### config.mk
export PLATFORM = sky130hd
export DESIGN_NAME = hist_sample_window
export DESIGN_NICKNAME = d
export VERILOG_FILES = /design/src/design/hist_pkg.sv /design/src/design/hist_sample_window.sv
export VERILOG_INCLUDE_DIRS = /design/src /design/src/design
export SDC_FILE = /design/constraint.sdc
export NUM_CORES = 1
export LEC_CHECK = 0
export CAP_MARGIN = 30
export CORE_ASPECT_RATIO = 1.75
export CORE_MARGIN = 3
export CORE_UTILIZATION = 54
export DETAILED_ROUTE_END_ITERATION = 8
export DONT_BUFFER_PORTS = 1
export PLACE_DENSITY = 0.72
export SLEW_MARGIN = 15
export SYNTH_ARGS = -nofsm -noshare
export SYNTH_HDL_FRONTEND = slang
export SYNTH_SLANG_ARGS = --single-unit
### constraint.sdc
create_clock -name clk -period 1.2 [get_ports clk]
set_input_delay 0.24 -clock clk [delete_from_list [all_inputs] [get_ports clk]]
set_output_delay 0.24 -clock clk [all_outputs]
set_load 0.01 [all_outputs]
### src/design/hist_consts.svh
`ifndef HIST_CONSTS_SVH
`define HIST_CONSTS_SVH

// input sample width
`define HIST_SAMPLE_W 8

// previous samples held for comparison
`define HIST_WIN_DEPTH 9

// bins: ci weighs 100, ni weighs 10, rd weighs 1
`define HIST_NUM_BINS 200

// per-bin counter width, wraps on overflow
`define HIST_CNT_W 16

// window range is scaled down by this many bits
`define HIST_RANGE_SHIFT 4

// clamp for rd and top value of ni
`define HIST_FEAT_MAX 9

`endif

### src/design/hist_pkg.sv
`include "hist_consts.svh"

package hist_pkg;

    // one input sample
    typedef logic [`HIST_SAMPLE_W-1:0] sample_t;

    // ni or rd value, 0..9
    typedef logic [$clog2(`HIST_FEAT_MAX + 1)-1:0] feat_t;

    // histogram address, 0..199
    typedef logic [$clog2(`HIST_NUM_BINS)-1:0] bin_idx_t;

    // one bin count
    typedef logic [`HIST_CNT_W-1:0] bin_cnt_t;

endpackage

### src/design/hist_sample_window.sv
`include "hist_consts.svh"

module hist_sample_window import hist_pkg::*; (
    input  logic    clk,
    input  logic    rst_n,
    input  logic    sample_valid_i,
    input  sample_t sample_i,
    output sample_t win_o [`HIST_WIN_DEPTH],
    output sample_t cur_o,
    output logic    win_valid_o
);

    localparam int FILL_W = $clog2(`HIST_WIN_DEPTH + 1);

    logic [FILL_W-1:0] fill_q;
    logic              win_full;
    logic              win_valid_q;
    sample_t           cur_q;
    sample_t           win_q [`HIST_WIN_DEPTH];

    // all nine slots hold real samples
    assign win_full = (fill_q == FILL_W'(`HIST_WIN_DEPTH));

    // control: fill level and output strobe
    always_ff @(posedge clk) begin
        if (!rst_n) begin
            fill_q      <= '0;
            win_valid_q <= 1'b0;
        end else begin
            win_valid_q <= sample_valid_i && win_full;
            if (sample_valid_i && !win_full) begin
                fill_q <= fill_q + 1'b1;
            end
        end
    end

    // data: new sample becomes current, old current enters slot 0
    always_ff @(posedge clk) begin
        if (sample_valid_i) begin
            cur_q    <= sample_i;
            win_q[0] <= cur_q;
            for (int i = 1; i < `HIST_WIN_DEPTH; i++) begin
                win_q[i] <= win_q[i-1];
            end
        end
    end

    assign cur_o       = cur_q;
    assign win_o       = win_q;
    assign win_valid_o = win_valid_q;

endmodule

; Word level (Yosys, flattened, before mapping)
; Index checks and enable logic that the tools add are counted.
[classes]
add_sub_neg = 1
eq_ne = 1
reduce_logical = 3
[ops]
columns = operator, count
row1 = $add A4 B1 Y4 const B, 1
row2 = $eq A4 B4 Y1 const B, 1
row3 = $logic_and A1 B1 Y1, 2
row4 = $logic_not A1 Y1, 1
[word_totals]
register_bits = 85
input_bits = 11
out_inout_bits = 81
wordCells = 17

; Depth between registers and ports, before layout
[logic_depth]
word_depth = 3
ltp_mapped = 5
ltp_nobuf = 5

; Worst setup path before layout
; No wires, ideal clock.
[synth_timing]
path_type = reg-to-reg
startpoint = reg fill_q[1]
endpoint = reg fill_q[2]
setup_time_ns = 0.070
arrival_time_ns = 1.072
t_required_ns = 1.130
slack_ns = 0.058
path_stages_with_launch = 6
path_buffers = 0
synth_period_minus_slack_ns = 1.142
path_cell_list = dfxtp_1 -> inv_1 -> ha_1 -> nand2_1 -> or3b_1 -> a21boi_1
[synth_via]
elab_chain_len = 3
elab_cells_between_ends = 4
cone_classes = add/sub (1) / eq/ne (1) / reduce/logical (2)
[synth_rtl]
columns = item, line
row1 = from (decl), hist_sample_window.sv:15  ; logic [FILL_W-1:0] fill_q;
row2 = from (signal assigned), hist_sample_window.sv:32  ; fill_q <= fill_q + 1'b1;
row3 = branches (longest 3 deep; another with $add A4 B1 Y4), -
; Parallel ways; which one is timed is not known.
; A chain may end at the register's enable or synchronous reset.

; Worst setup path in the final report
; Ends and elaborated chain as after synthesis.

==> results.sh <==
export IMPL_preCtsSetupSlack_ns=-0.09851
export IMPL_hold_path_class="input pin to flip-flop"
export IMPL_grt_pass1_vias=1037
export IMPL_synth_cell_types=16
export IMPL_slowest_delay_ns=0.35
export IMPL_viasPerCell=5.550
export IMPL_critPathKind="flip-flop to flip-flop"
export IMPL_htree_levels=3
export IMPL_drive_gt1_share_pct=17.97
export IMPL_cts_tree="built"
export IMPL_synth_simple_area_share_pct=2.185
export IMPL_min_period_ns=1.161
export IMPL_num_fill_cells=299
export IMPL_cp_num_buf_inv=1
export IMPL_synth_area_mm2=0.002634
export IMPL_slew_headroom_pct=88.02
export IMPL_routedWlPerCell_um=21.20
export IMPL_worst_pin_slew_ns=0.1794
export IMPL_numPortBuffers=0
export IMPL_cts_sinks=85
export IMPL_power_per_cell_area_mw_per_mm2=2011
export IMPL_min_from="sample_valid_i"
export IMPL_worstPathArrival_ns=1.43
export IMPL_worstPathRequired_ns=1.46
export IMPL_fin_tns_setup_ns=0
export IMPL_p_sw_share_pct=17.86
export IMPL_cts_max_path_buffers=2
export IMPL_die_w_um=58.79
export IMPL_track_usage_pct=14.05
export IMPL_setup_slack_ns=0.03873
export IMPL_postSynthAreaPerCell_um2=25.32
export IMPL_syn2layout_area_growth_pct=16.63
export IMPL_seqPwrFrac_pct=58.9
export IMPL_overflow=0
export IMPL_synthArstFlopShare_pct=0
export IMPL_synth_area_top_cells="edfxtp_1 (91%), dfxtp_1 (3.8%), ha_1 (0.95%)"
export IMPL_timing_final_crit_share_pct=96.77
export IMPL_clock_root_buffer="clkbuf_8"
export IMPL_cp_top_family="simple AND/OR/NAND/NOR gates"
export IMPL_die_h_um=98.39
export IMPL_cts_buffers=9
export IMPL_first_pass_iters=4
export IMPL_finalHoldViolCount=0
export IMPL_muxShareOfSynthArea_pct=0.3800
export IMPL_yosys_warnings=0
export IMPL_dp_hpwl_um=2474
export IMPL_setup_viol=0
export IMPL_synth_top_cells_by_count="edfxtp_1 (80), dfxtp_1 (5), nand2_1 (5)"
export IMPL_vias=999
export IMPL_grt_max_degree=86
export IMPL_cpMaxStageDelayCell="dfxtp_2"
export IMPL_reg2reg_to="fill_q[2]"
export IMPL_p_total_w=0.006177
export IMPL_synth_compound_area_share_pct=0.9976
export IMPL_synthesis_nets=117
export IMPL_ys_seq_area_share_pct=95.01
export IMPL_layout_nets=137
export IMPL_reg2reg_slack_ns=0.04
export IMPL_antennaDiodeCount=0
export IMPL_gp_congestion=0.6506
export IMPL_clkTransAtPathRegs_ns=0.08
export IMPL_synth_top_area_share_pct=91.21
export IMPL_leakage_nw=1.063
export IMPL_rsz0062_at_grt="yes"
export IMPL_final_util_pct=65.26
export IMPL_p_switching_w=0.001103
export IMPL_worstPathCellList="inv_2, ha_4, nand2_4, or3b_1, a21boi_1"
export IMPL_netlist_instances=104
export IMPL_intPower_w=0.005074
export IMPL_antenna_found_initial=0
export IMPL_io_pins=92
export IMPL_worstHoldPathCells=0
export IMPL_synth_edf_count=80
export IMPL_grt_pass1_wl_um=5602
export IMPL_yosysTopAreaCell="edfxtp_1"
export IMPL_status="completed"
export IMPL_ys_ff_latch=85
export IMPL_fp_row_count=33
export IMPL_synth_xor_area_share_pct=0.3325
export IMPL_synth_top_family_by_area="simple AND/OR/NAND/NOR gates"
export IMPL_hold_buffers=8
export IMPL_min_to="win_o[68]"
export IMPL_core_mm2=0.004707
export IMPL_start_util_pct=55.95
export IMPL_ys_dominant_reg_cell="edfxtp_1"
export IMPL_register_area_mm2=0.002507
export IMPL_ir_worst_vdd_v=0.001534
export IMPL_first_iter_violations=26
export IMPL_rr_startpoint="fill_q[1]"
export IMPL_multiInputGateArea_um2=147.6
export IMPL_pwr_share_comb_pct=0.9
export IMPL_cp_start_kind="flip-flop"
export IMPL_drv_slew=0
export IMPL_fin_worst_skew_ns=0.006953
export IMPL_max_freq_ghz=0.8611
export IMPL_finalWirelength_um=3816
export IMPL_maxCapViolCount=0
export IMPL_dieArea_mm2=0.005784
export IMPL_reg2reg_depth=5
export IMPL_synthAdderAreaFrac_pct=0.9501
export IMPL_clkPwrFrac_pct=40.1
export IMPL_post_route_drc_count=0
export IMPL_clkLatencyLatePin_ns=0.33
export IMPL_crit_path_end_kind="flip-flop"
export IMPL_yosysMostFrequentCell="edfxtp_1"
export IMPL_detail_route_antenna_nets=0
export IMPL_cp_max_fo=3
export IMPL_hold_ws_ns=0.01338
[cell type report]
type | instances | area share, %
Timing Repair Buffer | 9 | 2.851
Multi-Input combinational cell | 18 | 4.807
Clock inverter | 6 | 4.440
Inverter | 1 | 0.1222
Clock buffer | 9 | 4.033
Tap cell | 52 | 2.118
Sequential cell | 85 | 81.63
[routing by layer]
layer	global-route usage, %	up-vias	routed length, µm
li1	-	448	-
met1	14.27	487	1255
met2	21.72	59	2110
met3	7.672	5	396
met4	8.901	0	53
met5	0	-	0
[cell usage in the layout (no fill, tap or decap), drive strengths merged, types with 2 or more instances in the layout]
master       instances
nand2                5
bufinv               4
dfxtp                5
clkbuf               9
dlygate4sd3          8
ha                   2
edfxtp              80
[stage by stage]
| stage | cells | cell area (µm²) |
|---|---|---|
| 2_1_floorplan | 104 | 2634 |
| 3_3_place_gp | 156 | 2699 |
| 3_5_place_dp | 156 | 2699 |
| 4_1_cts | 180 | 3064 |
| 5_1_grt | 180 | 3072 |
| 6_report | 180 | 3072 |
[what timing repair did]
action,4_1_cts,5_1_grt
pin swaps,2,1
gates resized for setup,6,2
buffers inserted,1,0
gates cloned,0,0
hold endpoints to repair,37,60
endpoints found under the setup margin,3,2
[power groups by stage]
stage                     clock (W)  sequential (W)  combinational (W)
after global placement            0         0.00370          0.0000199
after floorplan                   0         0.00366          0.0000192
final                       0.00248         0.00364          0.0000568
after detailed placement          0         0.00371          0.0000234
after CTS                   0.00255         0.00365          0.0000541
after global routing        0.00267         0.00367          0.0000636
[sequential cells by signal, indices dropped and copies added (netlist names)]
signal       cells
win_valid_o      1
fill_q           4
cur_o            8
win_o           72
[how the worst max path moves through the flow]
stage	startpoint	to	slack, ns	cells past startpoint
floorplan	fill_q[1]	fill_q[2]	0.06	5
global placement	fill_q[1]	fill_q[2]	0.04	5
detailed placement	fill_q[1]	fill_q[2]	-0.1	5
CTS	fill_q[0]	fill_q[2]	0.0007	4
global route	fill_q[0]	fill_q[2]	-0.02	4
finish	fill_q[1]	fill_q[2]	0.04	5
[logic make-up (layout without fill, tap and decap cells)]
kind of cell / after synthesis / count (layout)
simple gates: 11 / 11
mux: 1 / 1
xor+xnor: 1 / 1
buf+inv: 1 / 25
flops: 85 / 85
fa+ha+maj: 2 / 2
compound gates: 3 / 3
Note: power is estimated with default switching activity, not from simulation.
