### src/design/hist_consts.svh
`ifndef HIST_CONSTS_SVH
`define HIST_CONSTS_SVH

// input sample width
`define HIST_SAMPLE_W 8

// previous samples held for comparison
`define HIST_WIN_DEPTH 9

// bins: ci weighs 100, ni weighs 10, rd weighs 1
`define HIST_NUM_BINS 200

// per-bin counter width, wraps on overflow
`define HIST_CNT_W 16

// window range is scaled down by this many bits
`define HIST_RANGE_SHIFT 4

// clamp for rd and top value of ni
`define HIST_FEAT_MAX 9

`endif

### src/design/hist_pkg.sv
`include "hist_consts.svh"

package hist_pkg;

    // one input sample
    typedef logic [`HIST_SAMPLE_W-1:0] sample_t;

    // ni or rd value, 0..9
    typedef logic [$clog2(`HIST_FEAT_MAX + 1)-1:0] feat_t;

    // histogram address, 0..199
    typedef logic [$clog2(`HIST_NUM_BINS)-1:0] bin_idx_t;

    // one bin count
    typedef logic [`HIST_CNT_W-1:0] bin_cnt_t;

endpackage

### src/design/hist_feature_extract.sv
`include "hist_consts.svh"

module hist_feature_extract import hist_pkg::*; (
    input  logic    clk,
    input  logic    rst_n,
    input  sample_t win_i [`HIST_WIN_DEPTH],
    input  sample_t cur_i,
    input  logic    win_valid_i,
    output logic    ci_o,
    output feat_t   ni_o,
    output feat_t   rd_o,
    output logic    feat_valid_o
);

    logic    ci_d;
    feat_t   ni_d;
    feat_t   rd_d;
    sample_t win_min;
    sample_t win_max;
    sample_t win_range;
    sample_t range_scaled;

    logic    ci_q;
    feat_t   ni_q;
    feat_t   rd_q;
    logic    feat_valid_q;

    // slot 0 is the sample just before the current one
    assign ci_d = (cur_i > win_i[0]);

    // neighbors strictly below the current sample
    always_comb begin
        ni_d = '0;
        for (int i = 0; i < `HIST_WIN_DEPTH; i++) begin
            if (win_i[i] < cur_i) begin
                ni_d = ni_d + 1'b1;
            end
        end
    end

    // window extremes
    always_comb begin
        win_min = win_i[0];
        win_max = win_i[0];
        for (int i = 1; i < `HIST_WIN_DEPTH; i++) begin
            if (win_i[i] < win_min) begin
                win_min = win_i[i];
            end
            if (win_i[i] > win_max) begin
                win_max = win_i[i];
            end
        end
    end

    assign win_range    = win_max - win_min;
    assign range_scaled = win_range >> `HIST_RANGE_SHIFT;

    // ranges of 160 and up all land in class 9
    assign rd_d = (range_scaled > sample_t'(`HIST_FEAT_MAX)) ?
                  feat_t'(`HIST_FEAT_MAX) : feat_t'(range_scaled);

    always_ff @(posedge clk) begin
        if (!rst_n) begin
            feat_valid_q <= 1'b0;
        end else begin
            feat_valid_q <= win_valid_i;
        end
    end

    always_ff @(posedge clk) begin
        if (win_valid_i) begin
            ci_q <= ci_d;
            ni_q <= ni_d;
            rd_q <= rd_d;
        end
    end

    assign ci_o         = ci_q;
    assign ni_o         = ni_q;
    assign rd_o         = rd_q;
    assign feat_valid_o = feat_valid_q;

endmodule

### config.mk
export PLATFORM = sky130hd
export DESIGN_NAME = hist_feature_extract
export DESIGN_NICKNAME = d
export VERILOG_FILES = /design/src/design/hist_pkg.sv /design/src/design/hist_feature_extract.sv
export VERILOG_INCLUDE_DIRS = /design/src /design/src/design
export SDC_FILE = /design/constraint.sdc
export NUM_CORES = 1
export LEC_CHECK = 0
export ABC_AREA = 1
export BUFFER_PORTS_ARGS = -buffer_cell sky130_fd_sc_hd__buf_2
export CAP_MARGIN = 20
export CORE_MARGIN = 2
export CORE_UTILIZATION = 60
export DETAILED_ROUTE_END_ITERATION = 10
export PLACE_DENSITY = 0.88
export RECOVER_POWER = 100
export SYNTH_ARGS = -nofsm -noshare
export SYNTH_HDL_FRONTEND = slang
export SYNTH_SLANG_ARGS = --single-unit
### constraint.sdc
create_clock -name clk -period 30.6 [get_ports clk]
set_input_delay 3.06 -clock clk [delete_from_list [all_inputs] [get_ports clk]]
set_output_delay 3.06 -clock clk [all_outputs]
set_load 0.05 [all_outputs]
## Word-level counts from Yosys, hierarchy flattened

Cells that the tools add are included.

- Bits in registers: 10
- Bits of input ports: 83
- Output and inout port bits: 10
- Logic and storage cells: 65

- $add $sub $neg: 9
- Order comparisons: 27
- Mux-type cells: 25

Operators by type and width:

| operator | count |
|---|---|
| $lt A8 B8 Y1 | 17 |
| $mux W8 | 16 |
| $gt A8 B8 Y1 | 9 |
| $add A4 B1 Y4 const B | 8 |
| $mux W4 | 8 |
| $sub A8 B8 Y8 | 1 |
| $gt A4 B4 Y1 const B | 1 |
| $mux W1 | 1 |

## Logic depth before layout (Yosys ltp)

- Word-level depth: 18
- Gate-level depth with buffers: 106
- Mapped depth without buffers: 99

## Worst setup path after synthesis

Ideal clock, no wire load.

- Path type: input port to flip-flop
- Start point: input win_i[71] (netlist name)
- End point: register rd_q[0] (netlist: rd_o[0]), data pin
- Setup time: 0.252 ns
- Arrival time: 14.087 ns
- Data required time: 30.348 ns
- Slack: 16.261 ns
- Stages: 80
- Path buffers: 8
- Cell sequence: inv_1 -> ha_1 -> nand2_1 -> nor2_2 -> nand4_2 -> nand2_2 -> clkbuf_1 -> nand2_1 -> o21ai_0 -> ha_1 -> a21oi_1 -> nor2_1 -> a211oi_1 -> nand2_2 -> nand2_2 -> clkbuf_1 -> nand2_1 -> o21ai_0 -> (+44 left out) -> nand2_1 -> o21ai_0 -> nand2_1 -> o211ai_1 -> nand2_1 -> inv_1 -> clkbuf_1 -> o21ai_0 -> ha_1 -> a21o_1 -> a21oi_1 -> nor2_1 -> nor2_1 -> nand2_1 -> nand2_1 -> nand2_2 -> nand2_1 -> nand2_1

- Cells in the longest elaborated chain, start to end: 18
- Elaborated cells on any way between the ends: 34
- Those cells by class: add/sub: 1; order compare: 17; mux: 16

Ends and longest elaborated chain:

| what | line | RTL |
|---|---|---|
| start, declared | hist_feature_extract.sv:6 | `` input sample_t win_i [`HIST_WIN_DEPTH], `` |
| $gt A8 B8 Y1 / $lt A8 B8 Y1 (equally long branches) | hist_feature_extract.sv:49, hist_feature_extract.sv:46 |  |
| $mux W8, on equally long branches | hist_feature_extract.sv:49, hist_feature_extract.sv:46 |  |
| $gt A8 B8 Y1 / $lt A8 B8 Y1 (equally long branches) | hist_feature_extract.sv:49, hist_feature_extract.sv:46 |  |
| $mux W8, on equally long branches | hist_feature_extract.sv:49, hist_feature_extract.sv:46 |  |
| $gt A8 B8 Y1 / $lt A8 B8 Y1 (equally long branches) | hist_feature_extract.sv:49, hist_feature_extract.sv:46 |  |
| $mux W8, on equally long branches | hist_feature_extract.sv:49, hist_feature_extract.sv:46 |  |
| $gt A8 B8 Y1 / $lt A8 B8 Y1 (equally long branches) | hist_feature_extract.sv:49, hist_feature_extract.sv:46 |  |
| $mux W8, on equally long branches | hist_feature_extract.sv:49, hist_feature_extract.sv:46 |  |
| (+2 left out) | - |  |
| $gt A8 B8 Y1 / $lt A8 B8 Y1 (equally long branches) | hist_feature_extract.sv:49, hist_feature_extract.sv:46 |  |
| $mux W8, on equally long branches | hist_feature_extract.sv:49, hist_feature_extract.sv:46 |  |
| $gt A8 B8 Y1 / $lt A8 B8 Y1 (equally long branches) | hist_feature_extract.sv:49, hist_feature_extract.sv:46 |  |
| $mux W8, on equally long branches | hist_feature_extract.sv:49, hist_feature_extract.sv:46 |  |
| $gt A8 B8 Y1 / $lt A8 B8 Y1 (equally long branches) | hist_feature_extract.sv:49, hist_feature_extract.sv:46 |  |
| $mux W8, on equally long branches | hist_feature_extract.sv:49, hist_feature_extract.sv:46 |  |
| $sub A8 B8 Y8 * | hist_feature_extract.sv:55 | `assign win_range = win_max - win_min;` |
| $gt A4 B4 Y1 | hist_feature_extract.sv:59 | `` assign rd_d = (range_scaled > sample_t'(`HIST_FEAT_MAX)) ? `` |
| end signal, assigned | hist_feature_extract.sv:74 | `rd_q <= rd_d;` |
| end, declared | hist_feature_extract.sv:25 | `feat_t rd_q;` |

Every way passes the cells marked *; elsewhere a longest branch is shown, timed or not.
A chain may end at the register's enable or synchronous reset.

## Worst setup path in the final report

- Start point: input win_i[69] (netlist name)
- End point: register rd_q[0] (netlist: rd_o[0]), data pin

Same word-level chain as after synthesis.

==> flow_metrics.env <==
export IMPL_overflow=0
export IMPL_syn_num_nets=1320
export IMPL_ant_nets=0
export IMPL_routed_wl_mm=17.5
export IMPL_max_freq_ghz=0.0655
export IMPL_dpl_cell_area_um2=7070
export IMPL_crit_required_ps=30600
export IMPL_synth_cell_types=35
export IMPL_drv_slew=0
export IMPL_nFillCells=1006
export IMPL_most_common_layout_cells="nand2_1 (345), ha_1 (178), o21ai_0 (108)"
export IMPL_synth_top_cell_by_area="ha_1"
export IMPL_start_util=0.608
export IMPL_cts_hold_buf=0
export IMPL_drt_iter0_drc=465
export IMPL_slew_headroom=0.587
export IMPL_critPathKind="primary input to flop"
export IMPL_vias_per_cell=5.65
export IMPL_ys_seq_area_frac=0.0447
export IMPL_startpoint_type="primary input"
export IMPL_grt_pass1_wl_mm=29.3
export IMPL_routed_via_count=7215
export IMPL_syn_to_final_growth_pct=9.28
export IMPL_die_height_um=108
export IMPL_critPathMaxStageDelay_ps=420
export IMPL_io_pins=93
export IMPL_final_common_cell="nand2_1"
export IMPL_fp_dieArea_um2=11700
export IMPL_layout_nets=1400
export IMPL_clk_pin_slew_worst_paths_ps=50
export IMPL_fin_tns_setup_ps=0
export IMPL_cts_setup_buffers=0
export IMPL_numPortBuffers=92
export IMPL_die_x_um=108
export IMPL_cp_slowest_cell="o21ai_0"
export IMPL_antenna_found_initial=0
export IMPL_clockBufferDepth=2
export IMPL_critPathMaxFanout=21
export IMPL_min_path_type="primary input to flop"
export IMPL_syn_area_per_cell_um2=6.14
export IMPL_ys_warn_count=0
export IMPL_grt_pass1_vias=6716
export IMPL_cp_num_buf_inv=2
export IMPL_final_cell_area_um2=7100
export IMPL_dpl_hpwl_mm=14.7
export IMPL_gp_congestion=0.940
export IMPL_rsz0062_at_grt="no"
export IMPL_holdWs_ps=3010
export IMPL_ys_seq_elements=10
export IMPL_cts_sinks=10
export IMPL_cts_max_level=1
export IMPL_ys_top_cells_by_area="ha_1 (34%), nand2_1 (20%), o21ai_0 (8.3%)"
export IMPL_setup_violations=0
export IMPL_end_kind="flop"
export IMPL_track_usage=0.300
export IMPL_outcome="finished, final reports clean"
export IMPL_numCtsBuffers=3
export IMPL_netlist_area_leader_share=0.343
export IMPL_syn_area_um2=6500
export IMPL_critPathTopFamily="compound AO/OA/AOI/OAI gates"
export IMPL_tightestPinTransition_ps=622
export IMPL_hold_viol_final=0
export IMPL_dr_pass1_iters=5
export IMPL_drc=0
export IMPL_period_share=0.499
export IMPL_antennaDiodeCount=0
export IMPL_drv_cap=0
export IMPL_drive_above_1_share=0.0958
export IMPL_grt_max_degree=22
export IMPL_design_core_area_um2=10700
export IMPL_cts_tree="done"
export IMPL_cp_data_arrival_time_ps=15270
export IMPL_synthCells=1059
export IMPL_min_period_ps=15270
export IMPL_rows=38
export IMPL_place_inst=1274
export IMPL_final_cells=1278
export IMPL_wl_per_cell_um=13.7
export IMPL_post_cts_resized=0
export IMPL_cpMostUsedCell="nand2_1"
export IMPL_cts_root_buf="clkbuf_8"
[registers in the layout, indices dropped and copies added, names as in the netlist]
signal,flops
ci_o,1
rd_o,4
feat_valid_o,1
ni_o,4
[per-layer routing]
layer  vias up  share of wire  wire [µm]  global-route usage
li1       3791              -          -                   -
met5         -              0          0                   0
met2       203           0.48       8310               0.555
met4         0          0.017        290              0.0714
met1      3193           0.45       7930               0.376
met3        28          0.053        918              0.0253
[cell type report]
| class | count | area [µm²] | area share |
|---|---|---|---|
| Timing Repair Buffer | 92 | 445 | 0.0627 |
| Multi-Input combinational cell | 923 | 5730 | 0.806 |
| Tap cell | 140 | 175 | 0.0247 |
| Clock buffer | 4 | 55.1 | 0.00775 |
| Sequential cell | 10 | 290 | 0.0409 |
| Inverter | 109 | 409 | 0.0576 |
[synth_stat cells]
cell and count:
o21ai_0 108, buf_4 1, xnor2_1 5, a221oi_1 2, a21boi_0 9, o211ai_1 12
or2_2 1, nand3_1 62, clkbuf_1 16, clkinv_1 3, a211oi_1 12, nor2_2 1
inv_2 7, o21a_1 5, a21oi_1 58, nand2_1 343, xor2_1 9, o21bai_1 8
o21ai_1 2, and2_1 1, nand4_2 1, ha_1 178, dfxtp_1 1, edfxtp_1 9
nand3b_1 12, nor3_1 2, nor2_1 57, o21ai_2 2, nand2_4 1, a31oi_1 1
nor4_1 2, nand2_2 14, inv_1 99, nand4_1 9, a21o_1 6
[metrics by stage]
step,utilization,setup slack [ps]
finish,0.664,15330
CTS,0.666,15660
detailed placement,0.661,15420
global placement,0.661,15630
floorplan,-,16260
global route,0.664,13700
[logic make-up after synthesis]
family / after synthesis / synth area share
buffers and inverters: 126 / 0.0733
flip-flops: 10 / 0.0447
AND/OR/NAND/NOR: 506 / 0.325
XOR/XNOR: 14 / 0.0189
adder cells (fa/ha/maj): 178 / 0.343
AO/OA/AOI/OAI: 225 / 0.196
[worst paths after layout]
kind | startpoint | slack [ps] | depth (start not counted) | to
setup / recovery | win_i[69] | 15330 | 61 | rd_o[0]
hold / removal | rst_n | 3010 | 3 | feat_valid_o
Power is left out: the tool's default activity adds up to more than one toggle a clock period on the data nets, which glitch-free logic cannot reach.
