<file path="config.mk">
export PLATFORM = sky130hd
export DESIGN_NAME = hist_bin_index
export DESIGN_NICKNAME = d
export VERILOG_FILES = /design/src/design/hist_pkg.sv /design/src/design/hist_bin_index.sv
export VERILOG_INCLUDE_DIRS = /design/src /design/src/design
export SDC_FILE = /design/constraint.sdc
export NUM_CORES = 1
export LEC_CHECK = 0
export BUFFER_PORTS_ARGS = -buffer_cell sky130_fd_sc_hd__buf_4
export CORE_AREA = 8 8 45 47
export CTS_BUF_LIST = sky130_fd_sc_hd__clkbuf_16
export CTS_CLUSTER_SIZE = 30
export DETAILED_ROUTE_END_ITERATION = 8
export DIE_AREA = 0 0 53 55
export GPL_TIMING_DRIVEN = 0
export PLACE_DENSITY = 0.71
export SLEW_MARGIN = 20
export SYNTH_ARGS = -nofsm -noshare
export SYNTH_HDL_FRONTEND = slang
export SYNTH_SLANG_ARGS = --single-unit
</file>
<file path="constraint.sdc">
create_clock -name clk -period 2.4 [get_ports clk]
set_input_delay 0 -clock clk [delete_from_list [all_inputs] [get_ports clk]]
set_output_delay 0 -clock clk [all_outputs]
set_load 0.005 [all_outputs]
</file>
<file path="src/design/hist_consts.svh">
`ifndef HIST_CONSTS_SVH
`define HIST_CONSTS_SVH

// input sample width
`define HIST_SAMPLE_W 8

// previous samples held for comparison
`define HIST_WIN_DEPTH 9

// bins: ci weighs 100, ni weighs 10, rd weighs 1
`define HIST_NUM_BINS 200

// per-bin counter width, wraps on overflow
`define HIST_CNT_W 16

// window range is scaled down by this many bits
`define HIST_RANGE_SHIFT 4

// clamp for rd and top value of ni
`define HIST_FEAT_MAX 9

`endif

</file>
<file path="src/design/hist_pkg.sv">
`include "hist_consts.svh"

package hist_pkg;

    // one input sample
    typedef logic [`HIST_SAMPLE_W-1:0] sample_t;

    // ni or rd value, 0..9
    typedef logic [$clog2(`HIST_FEAT_MAX + 1)-1:0] feat_t;

    // histogram address, 0..199
    typedef logic [$clog2(`HIST_NUM_BINS)-1:0] bin_idx_t;

    // one bin count
    typedef logic [`HIST_CNT_W-1:0] bin_cnt_t;

endpackage

</file>
<file path="src/design/hist_bin_index.sv">
`include "hist_consts.svh"

module hist_bin_index import hist_pkg::*; (
    input  logic     clk,
    input  logic     rst_n,
    input  logic     ci_i,
    input  feat_t    ni_i,
    input  feat_t    rd_i,
    input  logic     feat_valid_i,
    output bin_idx_t bin_idx_o,
    output logic     bin_valid_o
);

    bin_idx_t ci_scaled;
    bin_idx_t ni_scaled;
    bin_idx_t rd_ext;
    bin_idx_t idx_d;
    bin_idx_t idx_q;
    logic     bin_valid_q;

    // ci * 100 = ci * (64 + 32 + 4)
    assign ci_scaled = (bin_idx_t'(ci_i) << 6) + (bin_idx_t'(ci_i) << 5) +
                       (bin_idx_t'(ci_i) << 2);

    // ni * 10 = ni * (8 + 2)
    assign ni_scaled = (bin_idx_t'(ni_i) << 3) + (bin_idx_t'(ni_i) << 1);

    assign rd_ext = bin_idx_t'(rd_i);
    // tops out at 100 + 90 + 9, below the bin count
    assign idx_d  = ci_scaled + ni_scaled + rd_ext;

    always_ff @(posedge clk) begin
        if (!rst_n) begin
            bin_valid_q <= 1'b0;
        end else begin
            bin_valid_q <= feat_valid_i;
        end
    end

    always_ff @(posedge clk) begin
        if (feat_valid_i) begin
            idx_q <= idx_d;
        end
    end

    assign bin_idx_o   = idx_q;
    assign bin_valid_o = bin_valid_q;

endmodule

</file>
After elaboration in Yosys (flattened, before gate mapping)
Index checks and enable logic that the tools add are counted.

Memory bits (read-only): 0. Bits of input ports: 12. Memories: 0. RAM bits: 0. Latch bits: 0. Output and inout bits: 9. Logic and storage cells: 7. Bits in registers: 9.

Eq/ne operators: 0. Magnitude comparators: 0. Reduce and logical (&&, ||, !) cells: 0. Shift operators: 0. Multipliers: 0. Muxes and demuxes: 0. Divide/modulo/power cells: 0. Add/sub/neg operators: 5. Bitwise gates (word level): 0.

Operator list (count): adder 7 x 5 -> 8 bit (1); adder 7 x 6 -> 8 bit (1); adder 8 x 3 -> 8 bit (1); adder 8 x 4 -> 8 bit (1); adder 8 bit (1).

Depth between registers and ports, before layout
Gate-level depths: netlist (run 1).

Depth in word-level cells: 4. Mapped depth: 6. Gate-level depth less buffers: 6.

Worst setup path after synthesis (run 1)
OpenSTA, ideal clock, no wires.

Path type: input to register. Start point: in ci_i. End point: reg idx_q[6], in the netlist bin_idx_o[6], data pin. Required time: 2.142 ns. Path buffers: 0. Stages on the path: 6. Setup time: 0.258 ns. Path slack: 0.611 ns. Data arrival time: 1.531 ns. Cell sequence: fa_1 > ha_1 > fa_1 > a21o_2 > a21oi_1 > xnor2_1.

Cells in the longest elaborated chain, start to end: 4.

Ends and longest elaborated chain: from (decl) (RTL line hist_bin_index.sv:6) `input logic ci_i,`; adder 7 x 6 -> 8 bit (RTL line hist_bin_index.sv:22) `assign ci_scaled = (bin_idx_t'(ci_i) << 6) + (bin_idx_t'(ci_i) << 5) +`; adder 8 x 3 -> 8 bit (*) (RTL line hist_bin_index.sv:22); adder 8 bit (*) (RTL line hist_bin_index.sv:30) `assign idx_d = ci_scaled + ni_scaled + rd_ext;`; adder 8 x 4 -> 8 bit (*) (RTL line hist_bin_index.sv:30); via idx_d[6] (RTL line hist_bin_index.sv:17) `bin_idx_t idx_d;`; to (signal assigned) (RTL line hist_bin_index.sv:42) `idx_q <= idx_d;`; to (decl) (RTL line hist_bin_index.sv:18) `bin_idx_t idx_q;`.

The timed path passes the listed nets; every way through them passes the cells marked *. A chain may end at the register's enable or synchronous reset.

Worst setup path in the final report (run 1)
Ends and elaborated chain as after synthesis.

==> results of run 1 <==
==> through the flow <==
step | hold WS [ns] | cell area (um^2) | worst slack, ns
floorplan | 0.0989 | 557 | 0.611
global placement | 0.179 | 727 | 0.405
detailed placement | 0.180 | 727 | 0.409
CTS | 0.0536 | 826 | 0.649
global route | 0.0574 | 826 | 0.597
finish | 0.0510 | 826 | 0.654
==> what timing repair did <==
action                    4_1_cts  5_1_grt
hold buffers                    2        0
hold endpoints to repair        2        0
resized for setup               0        0
==> cell type report <==
cell class / count / area, um^2
clock buffers: 3 / 75.1
clock inverters: 1 / 3.75
fillers: 114 / 558
inverters: 2 / 7.51
multi-input cells: 28 / 289
flip-flops and latches: 9 / 260
well taps: 16 / 20.0
repair buffers: 22 / 170
==> state kept, by name (all words and copies together), names as in the netlist <==
signal and count:
bin_idx_o 8, bin_valid_o 1
==> report_power, final <==
part,switching [W],total [W],leakage (nW),internal (W)
Combinational,0.0000594,0.000142,0.246,0.0000822
Sequential,0.00000538,0.000210,0.0866,0.000205
Clock,0.0000636,0.000280,0.0423,0.000217
Total,0.000128,0.000632,0.375,0.000504
==> worst max-delay path: stages <==
cell and delay (ns):
buf_4 0.13, fa_1 0.47, ha_1 0.25, fa_1 0.41, a21o_2 0.22, a21oi_1 0.17
xnor2_1 0.08
==> logic make-up (layout without fill, tap and decap cells) <==
| logic type | after synthesis | after routing | synth area share, % |
|---|---|---|---|
| fa+ha+maj | 12 | 12 | 31.0 |
| compound gates | 9 | 9 | 10.6 |
| buf+inv | 2 | 28 | 1.35 |
| simple gates | 4 | 4 | 5.62 |
| xor+xnor | 3 | 3 | 4.72 |
| flops | 9 | 9 | 46.7 |
==> cell usage after synthesis <==
cell / instances
a21oi_1: 2
inv_1: 2
fa_1: 3
ha_1: 9
a21o_1: 1
edfxtp_1: 8
dfxtp_1: 1
o21ai_0: 1
nor3b_1: 2
xnor2_1: 2
o21ai_1: 1
a211oi_1: 1
a31oi_1: 1
and2_1: 1
o2111ai_1: 1
a21o_2: 1
or4b_1: 1
xor2_1: 1
==> metal layers <==
metal  part of all wire [%]  GRT usage, %  wire, um
met4                    2.9          7.76        27
met2                     48          11.7       443
met5                      0             0         0
met3                    9.4          2.14        88
met1                     40          7.22       372
==> worst max-delay path by stage <==
stage	start	slack, ns	endpoint	depth (start not counted)
finish	ci_i	0.65	bin_idx_o[6]	7
global route	ci_i	0.60	bin_idx_o[6]	7
CTS	ci_i	0.65	bin_idx_o[6]	7
detailed placement	ci_i	0.41	bin_idx_o[6]	7
global placement	ci_i	0.40	bin_idx_o[6]	7
floorplan	ci_i	0.61	bin_idx_o[6]	6
==> results.sh, run 1 <==
export IMPL_syn2layout_area_growth_pct=48.3
export IMPL_syn_instance_count=39
export IMPL_viasPerCell=4.73
export IMPL_route_detailed_drc=0
export IMPL_gp_congestion=0.699
export IMPL_hp_class="input pin to flip-flop"
export IMPL_wl_um=932
export IMPL_cts_buffers=3
export IMPL_dp_cells=75
export IMPL_finalPower_w=0.000632
export IMPL_finalSetupViolations=0
export IMPL_status="complete, no violations"
export IMPL_min_path_cells=1
export IMPL_layout_cells_non_filler=81
export IMPL_final_common_cell="buf_4"
export IMPL_grt_first_pass_wirelength_um=1560
export IMPL_path_clk_slew_ns=0.04
export IMPL_cts_root_buf="clkbuf_16"
export IMPL_rows=14
export IMPL_clock_sinks=9
export IMPL_mostFrequentLayoutCells="buf_4 (20), ha_1 (9), edfxtp_1 (8)"
export IMPL_worstMarginPinSlew_ns=0.293
export IMPL_portBuffers=20
export IMPL_holdCritStartpoint="feat_valid_i"
export IMPL_yosysTopAreaCell="edfxtp_1"
export IMPL_period_minus_slack_ns=1.75
export IMPL_netlist_area_um2=557
export IMPL_grt_max_degree=10
export IMPL_dr_pass1_iters=3
export IMPL_ioPinCount=21
export IMPL_drv_slew=0
export IMPL_htreeDepth=1
export IMPL_grt_antenna_before_repair=0
export IMPL_antennaDiodeCount=0
export IMPL_synth_nets=63
export IMPL_start_util_pct=40.2
export IMPL_power_density_nw_per_um2=765
export IMPL_slew_headroom_pct=80.4
export IMPL_cts_path_max_buffers=2
export IMPL_cap_violations=0
export IMPL_vias=383
export IMPL_whs_endpoint="bin_idx_o[7]"
export IMPL_crit_type="input pin to flip-flop"
export IMPL_grt_overflow_total=0
export IMPL_nets=90
export IMPL_ys_types=18
export IMPL_crit_required_ns=2.38
export IMPL_synth_top_cell_area_share_pct=43.1
export IMPL_die_w_um=53
export IMPL_cp_max_fo=3
export IMPL_cts_tree="yes"
export IMPL_ant_nets=0
export IMPL_drt_iter0_markers=2
export IMPL_fmax_mhz=573
export IMPL_synth_top_cells_by_area="edfxtp_1 (43%), ha_1 (20%), fa_1 (11%)"
export IMPL_synth_seq_area_share_pct=46.7
export IMPL_yosys_warnings=0
export IMPL_core_area_um2=1380
export IMPL_drive_gt1_share_pct=36.9
export IMPL_arrival_ns=1.72
export IMPL_postCtsSetupBuffers=0
export IMPL_grt_use_total_pct=7.30
export IMPL_crit_path_start_kind="input pin"
export IMPL_first_global_vias=401
export IMPL_final_hold_viol_count=0
export IMPL_wl_per_cell_um=11.5
export IMPL_die_h_um=55
export IMPL_synth_seq_cells=9
export IMPL_critPathCaptureType="flip-flop"
export IMPL_utilization_pct=59.7
export IMPL_p_leak_nw=0.375
export IMPL_ir_drop_mv=0.354
export IMPL_rsz0062_at_grt="no"
export IMPL_syn_area_per_cell_um2=14.3
export IMPL_finalSetupTns_ns=0
export IMPL_die_area_um2=2920
export IMPL_min_period_over_period_pct=72.7
No activity file was read; power rests on OpenSTA's default activity.
==> inputs of run 2 (changes only) <==
==> constraint.sdc (replaced) <==
create_clock -name clk -period 1.8 [get_ports clk]
set_input_delay 0 -clock clk [delete_from_list [all_inputs] [get_ports clk]]
set_output_delay 0 -clock clk [all_outputs]
set_load 0.005 [all_outputs]
==> results.sh, run 2 (same netlist as run 1, synthesis figures left out) <==
export IMPL_crit_type="input pin to flip-flop"
export IMPL_mostFrequentLayoutCells="buf_4 (20), ha_1 (8), edfxtp_1 (8)"
export IMPL_clock_sinks=9
export IMPL_dr_pass1_iters=3
export IMPL_cts_tree="yes"
export IMPL_die_w_um=53
export IMPL_fin_area_um2=828
export IMPL_viasPerCell=4.73
export IMPL_min_path_cells=1
export IMPL_cts_path_max_buffers=2
export IMPL_nets=90
export IMPL_grt_first_pass_wirelength_um=1560
export IMPL_final_common_cell="buf_4"
export IMPL_hp_class="input pin to flip-flop"
export IMPL_fmax_mhz=585
export IMPL_antennaDiodeCount=0
export IMPL_cp_slowest_stage_delay_ns=0.47
export IMPL_crit_path_start_kind="input pin"
export IMPL_cap_violations=0
export IMPL_p_clk_share_pct=44.3
export IMPL_status="complete, no violations"
export IMPL_cp_max_fo=3
export IMPL_die_h_um=55
export IMPL_wl_per_cell_um=11.5
export IMPL_p_leak_nw=0.373
export IMPL_finalSetupTns_ns=0
export IMPL_rows=14
export IMPL_p_seq_share_pct=33.2
export IMPL_cts_buffers=3
export IMPL_path_clk_slew_ns=0.04
export IMPL_critPathCaptureType="flip-flop"
export IMPL_place_area_um2=727
export IMPL_cts_root_buf="clkbuf_16"
export IMPL_gp_congestion=0.699
export IMPL_switching_share_pct=20.3
export IMPL_p_int_w=0.000672
export IMPL_die_area_um2=2920
export IMPL_htreeDepth=1
export IMPL_postCtsSetupBuffers=0
export IMPL_dp_cells=75
export IMPL_vias=383
export IMPL_grt_max_degree=10
export IMPL_holdCritStartpoint="feat_valid_i"
export IMPL_ir_drop_mv=0.472
export IMPL_route_detailed_drc=0
export IMPL_ioPinCount=21
export IMPL_largest_reg_flops=8
export IMPL_final_hold_viol_count=0
export IMPL_whs_endpoint="bin_idx_o[7]"
export IMPL_first_global_vias=401
export IMPL_finalSetupViolations=0
export IMPL_start_util_pct=40.2
export IMPL_power_density_nw_per_um2=1020
export IMPL_drt_iter0_markers=2
export IMPL_slowest_stage="fa_1"
export IMPL_wl_um=930
export IMPL_rsz0062_at_grt="no"
export IMPL_cp_common_cell="fa_1"
export IMPL_core_area_um2=1380
export IMPL_ant_nets=0
export IMPL_grt_use_total_pct=7.30
export IMPL_drv_slew=0
export IMPL_grt_overflow_total=0
export IMPL_power_switching_w=0.000171
export IMPL_worstMarginPinSlew_ns=0.293
export IMPL_crit_required_ns=1.78
export IMPL_portBuffers=20
export IMPL_syn2layout_area_growth_pct=48.8
export IMPL_drive_gt1_share_pct=38.5
export IMPL_layout_cells_non_filler=81
export IMPL_slew_headroom_pct=80.3
export IMPL_arrival_ns=1.69
export IMPL_period_minus_slack_ns=1.71
export IMPL_crit_chain="buf_4 > fa_1 > ha_2 > fa_1 > a21o_2 > a21oi_1 > xnor2_1"
export IMPL_min_period_over_period_pct=94.9
export IMPL_power_frac_comb_pct=22.5
export IMPL_grt_antenna_before_repair=0
==> run 2: changes by cell type in the layout (fill, tap and decap cells not counted) <==
cell	delta
ha_2	+1
ha_1	-1
==> run 2: worst max-delay path by stage <==
stage / from / end / depth (start not counted)
2_1_floorplan: ci_i / bin_idx_o[6] / 6
3_3_place_gp: ci_i / bin_idx_o[6] / 7
3_5_place_dp: ci_i / bin_idx_o[6] / 7
4_1_cts: ci_i / bin_idx_o[6] / 7
5_1_grt: ci_i / bin_idx_o[6] / 7
6_report: ci_i / bin_idx_o[6] / 7
==> run 2: final cells by class <==
type	instances	area [um^2]
Fill cell	112	556
Multi-Input combinational cell	28	292
Sequential cell	9	260
Timing Repair Buffer	22	170
Clock buffer	3	75.1
Tap cell	16	20.0
Inverter	2	7.51
Clock inverter	1	3.75
==> run 2: per-stage QoR <==
step | worst slack, ns | total power [W] | util [%] | hold WS [ns]
after global placement | -0.195 | 0.000470 | 52.5 | 0.179
after global routing | 0.0440 | 0.000894 | 59.9 | 0.0573
after detailed placement | -0.191 | 0.000472 | 52.5 | 0.180
final | 0.0915 | 0.000843 | 59.9 | 0.0508
after CTS | 0.0490 | 0.000855 | 59.7 | 0.0536
after floorplan | 0.0113 | 0.000382 | - | 0.0989
==> run 2: what timing repair did <==
item,4_1_cts,5_1_grt
hold buffers,2,0
resized for setup,0,1
endpoints found under the setup margin,0,1
endpoints found under the hold margin,2,0
==> run 2: critical path, delay by kind of cell <==
family | cells | cell delay [ns]
adder cells (fa/ha/maj) | 3 | 1.09
buffers and inverters | 1 | 0.13
XOR/XNOR | 1 | 0.08
AO/OA/AOI/OAI | 2 | 0.39
==> run 2: power groups by stage <==
stage	logic [W]	clock network, W	registers, W
floorplan	0.0000933	0	0.000289
global placement	0.000187	0	0.000283
detailed placement	0.000189	0	0.000283
CTS	0.000194	0.000381	0.000280
global route	0.000215	0.000395	0.000283
finish	0.000190	0.000374	0.000280
==> run 2: layer usage <==
layer	track usage, %	vias up	share of wire (%)
met5	0	-	0
met4	7.76	0	2.9
met3	2.14	2	9.5
met2	11.7	14	48
met1	7.22	166	40
li1	-	201	-
==> inputs of run 3 (changes only) <==
--- a/config.mk
+++ b/config.mk
@@ -14,6 +14,8 @@
 export DIE_AREA = 0 0 53 55
 export GPL_TIMING_DRIVEN = 0
 export PLACE_DENSITY = 0.71
+export REMOVE_ABC_BUFFERS = 1
+export SETUP_SLACK_MARGIN = 0.3
 export SLEW_MARGIN = 20
 export SYNTH_ARGS = -nofsm -noshare
 export SYNTH_HDL_FRONTEND = slang
==> results.sh, run 3 (same netlist as run 1, synthesis figures left out) <==
export IMPL_power_density_nw_per_um2=997
export IMPL_status="complete, no violations"
export IMPL_cts_buffers=3
export IMPL_final_common_cell="buf_4"
export IMPL_dr_pass1_iters=2
export IMPL_p_leak_nw=0.392
export IMPL_layout_cells_non_filler=84
export IMPL_arrival_ns=1.54
export IMPL_start_util_pct=40.2
export IMPL_portBuffers=20
export IMPL_worstMarginPinSlew_ns=0.187
export IMPL_crit_type="input pin to flip-flop"
export IMPL_finalPower_w=0.000883
export IMPL_power_switching_w=0.000187
export IMPL_die_w_um=53
export IMPL_grt_antenna_before_repair=0
export IMPL_switching_share_pct=21.2
export IMPL_cts_root_buf="clkbuf_16"
export IMPL_wl_per_cell_um=12.8
export IMPL_clock_sinks=9
export IMPL_crit_required_ns=1.78
export IMPL_ioPinCount=21
export IMPL_multiInputGateArea_um2=315
export IMPL_p_int_w=0.000696
export IMPL_fmax_mhz=638
export IMPL_power_frac_comb_pct=25.7
export IMPL_finalSetupViolations=0
export IMPL_drive_gt1_share_pct=47.1
export IMPL_min_period_over_period_pct=87.1
export IMPL_hp_class="input pin to flip-flop"
export IMPL_drt_iter0_markers=1
export IMPL_drv_slew=0
export IMPL_htreeDepth=1
export IMPL_largest_reg_flops=8
export IMPL_antennaDiodeCount=0
export IMPL_p_seq_share_pct=31.7
export IMPL_worst_slack_ns=0.232
export IMPL_pre_cts_ws_ns=-0.191
export IMPL_ir_drop_mv=0.495
export IMPL_n_fill_cell=100
export IMPL_cp_max_fo=3
export IMPL_holdCritStartpoint="feat_valid_i"
export IMPL_grt_use_total_pct=8.13
export IMPL_rsz0062_at_grt="yes"
export IMPL_route_detailed_drc=0
export IMPL_syn2layout_area_growth_pct=59.1
export IMPL_cts_tree="yes"
export IMPL_critPathCaptureType="flip-flop"
export IMPL_slew_headroom_pct=87.5
export IMPL_nets=93
export IMPL_grt_overflow_total=0
export IMPL_cap_violations=0
export IMPL_ant_nets=0
export IMPL_core_area_um2=1380
export IMPL_dp_cells=75
export IMPL_path_clk_slew_ns=0.04
export IMPL_gp_congestion=0.699
export IMPL_grt_max_degree=10
export IMPL_wl_um=1080
export IMPL_crit_path_start_kind="input pin"
export IMPL_whs_endpoint="bin_idx_o[4]"
export IMPL_die_area_um2=2920
export IMPL_cts_path_max_buffers=2
export IMPL_period_minus_slack_ns=1.57
export IMPL_mostFrequentLayoutCells="buf_4 (20), edfxtp_1 (8), ha_1 (7)"
export IMPL_die_h_um=55
export IMPL_regArea_um2=260
export IMPL_first_global_vias=432
export IMPL_vias=405
export IMPL_grt_first_pass_wirelength_um=1720
export IMPL_crit_path_start="rd_i[2]"
export IMPL_min_path_cells=1
export IMPL_rows=14
export IMPL_viasPerCell=4.82
export IMPL_p_clk_share_pct=42.6
export IMPL_final_hold_viol_count=0
run 3: layout make-up:
| class | instances | area share (%) |
|---|---|---|
| multi-input cells | 28 | 35.6 |
| flip-flops and latches | 9 | 29.4 |
| repair buffers | 25 | 23.0 |
| clock buffers | 3 | 8.47 |
| well taps | 16 | 2.26 |
| inverters | 2 | 0.847 |
| clock inverters | 1 | 0.424 |
run 3: repair_timing:
action,4_1_cts,5_1_grt
endpoints found under the hold margin,2,0
pin swaps,8,1
resized for setup,6,2
setup endpoints to repair,2,2
hold buffers,2,0
buffers inserted,3,0
run 3: metal layers:
layer | vias up | global-route usage [%] | part of all wire, %
met5 | - | 0 | 0
li1 | 207 | - | -
met1 | 182 | 7.69 | 39
met2 | 14 | 14.1 | 49
met3 | 2 | 2.14 | 8.6
met4 | 0 | 7.76 | 2.5
run 3: worst max-delay path by stage:
stage              endpoint  slack (ns)  cells after the start
4_1_cts        bin_idx_o[6]        0.25                      7
2_1_floorplan  bin_idx_o[6]        0.01                      6
3_3_place_gp   bin_idx_o[6]       -0.20                      7
3_5_place_dp   bin_idx_o[6]       -0.19                      7
6_report       bin_idx_o[6]        0.23                      7
5_1_grt        bin_idx_o[6]        0.19                      7
run 3: worst max-delay path, cell delays in order:
cell	delay [ns]
buf_6	0.09
fa_1	0.47
ha_2	0.21
fa_2	0.36
a21o_2	0.20
a21oi_2	0.13
xnor2_1	0.08
run 3: power groups by stage:
stage / Combinational (W) / Clock (W) / Sequential [W]
after detailed placement: 0.000189 / 0 / 0.000283
after CTS: 0.000210 / 0.000381 / 0.000280
after global placement: 0.000187 / 0 / 0.000283
final: 0.000227 / 0.000376 / 0.000280
after floorplan: 0.0000933 / 0 / 0.000289
after global routing: 0.000249 / 0.000395 / 0.000283
run 3: through the flow:
step | instance area [um^2] | hold WS [ns] | setup TNS (ns) | utilization, %
after detailed placement | 727 | 0.180 | -0.220 | 52.5
final | 886 | 0.0544 | 0 | 64.0
after CTS | 868 | 0.0536 | 0 | 62.7
after floorplan | 557 | 0.0989 | 0 | -
after global routing | 886 | 0.0577 | 0 | 64.0
after global placement | 727 | 0.179 | -0.215 | 52.5
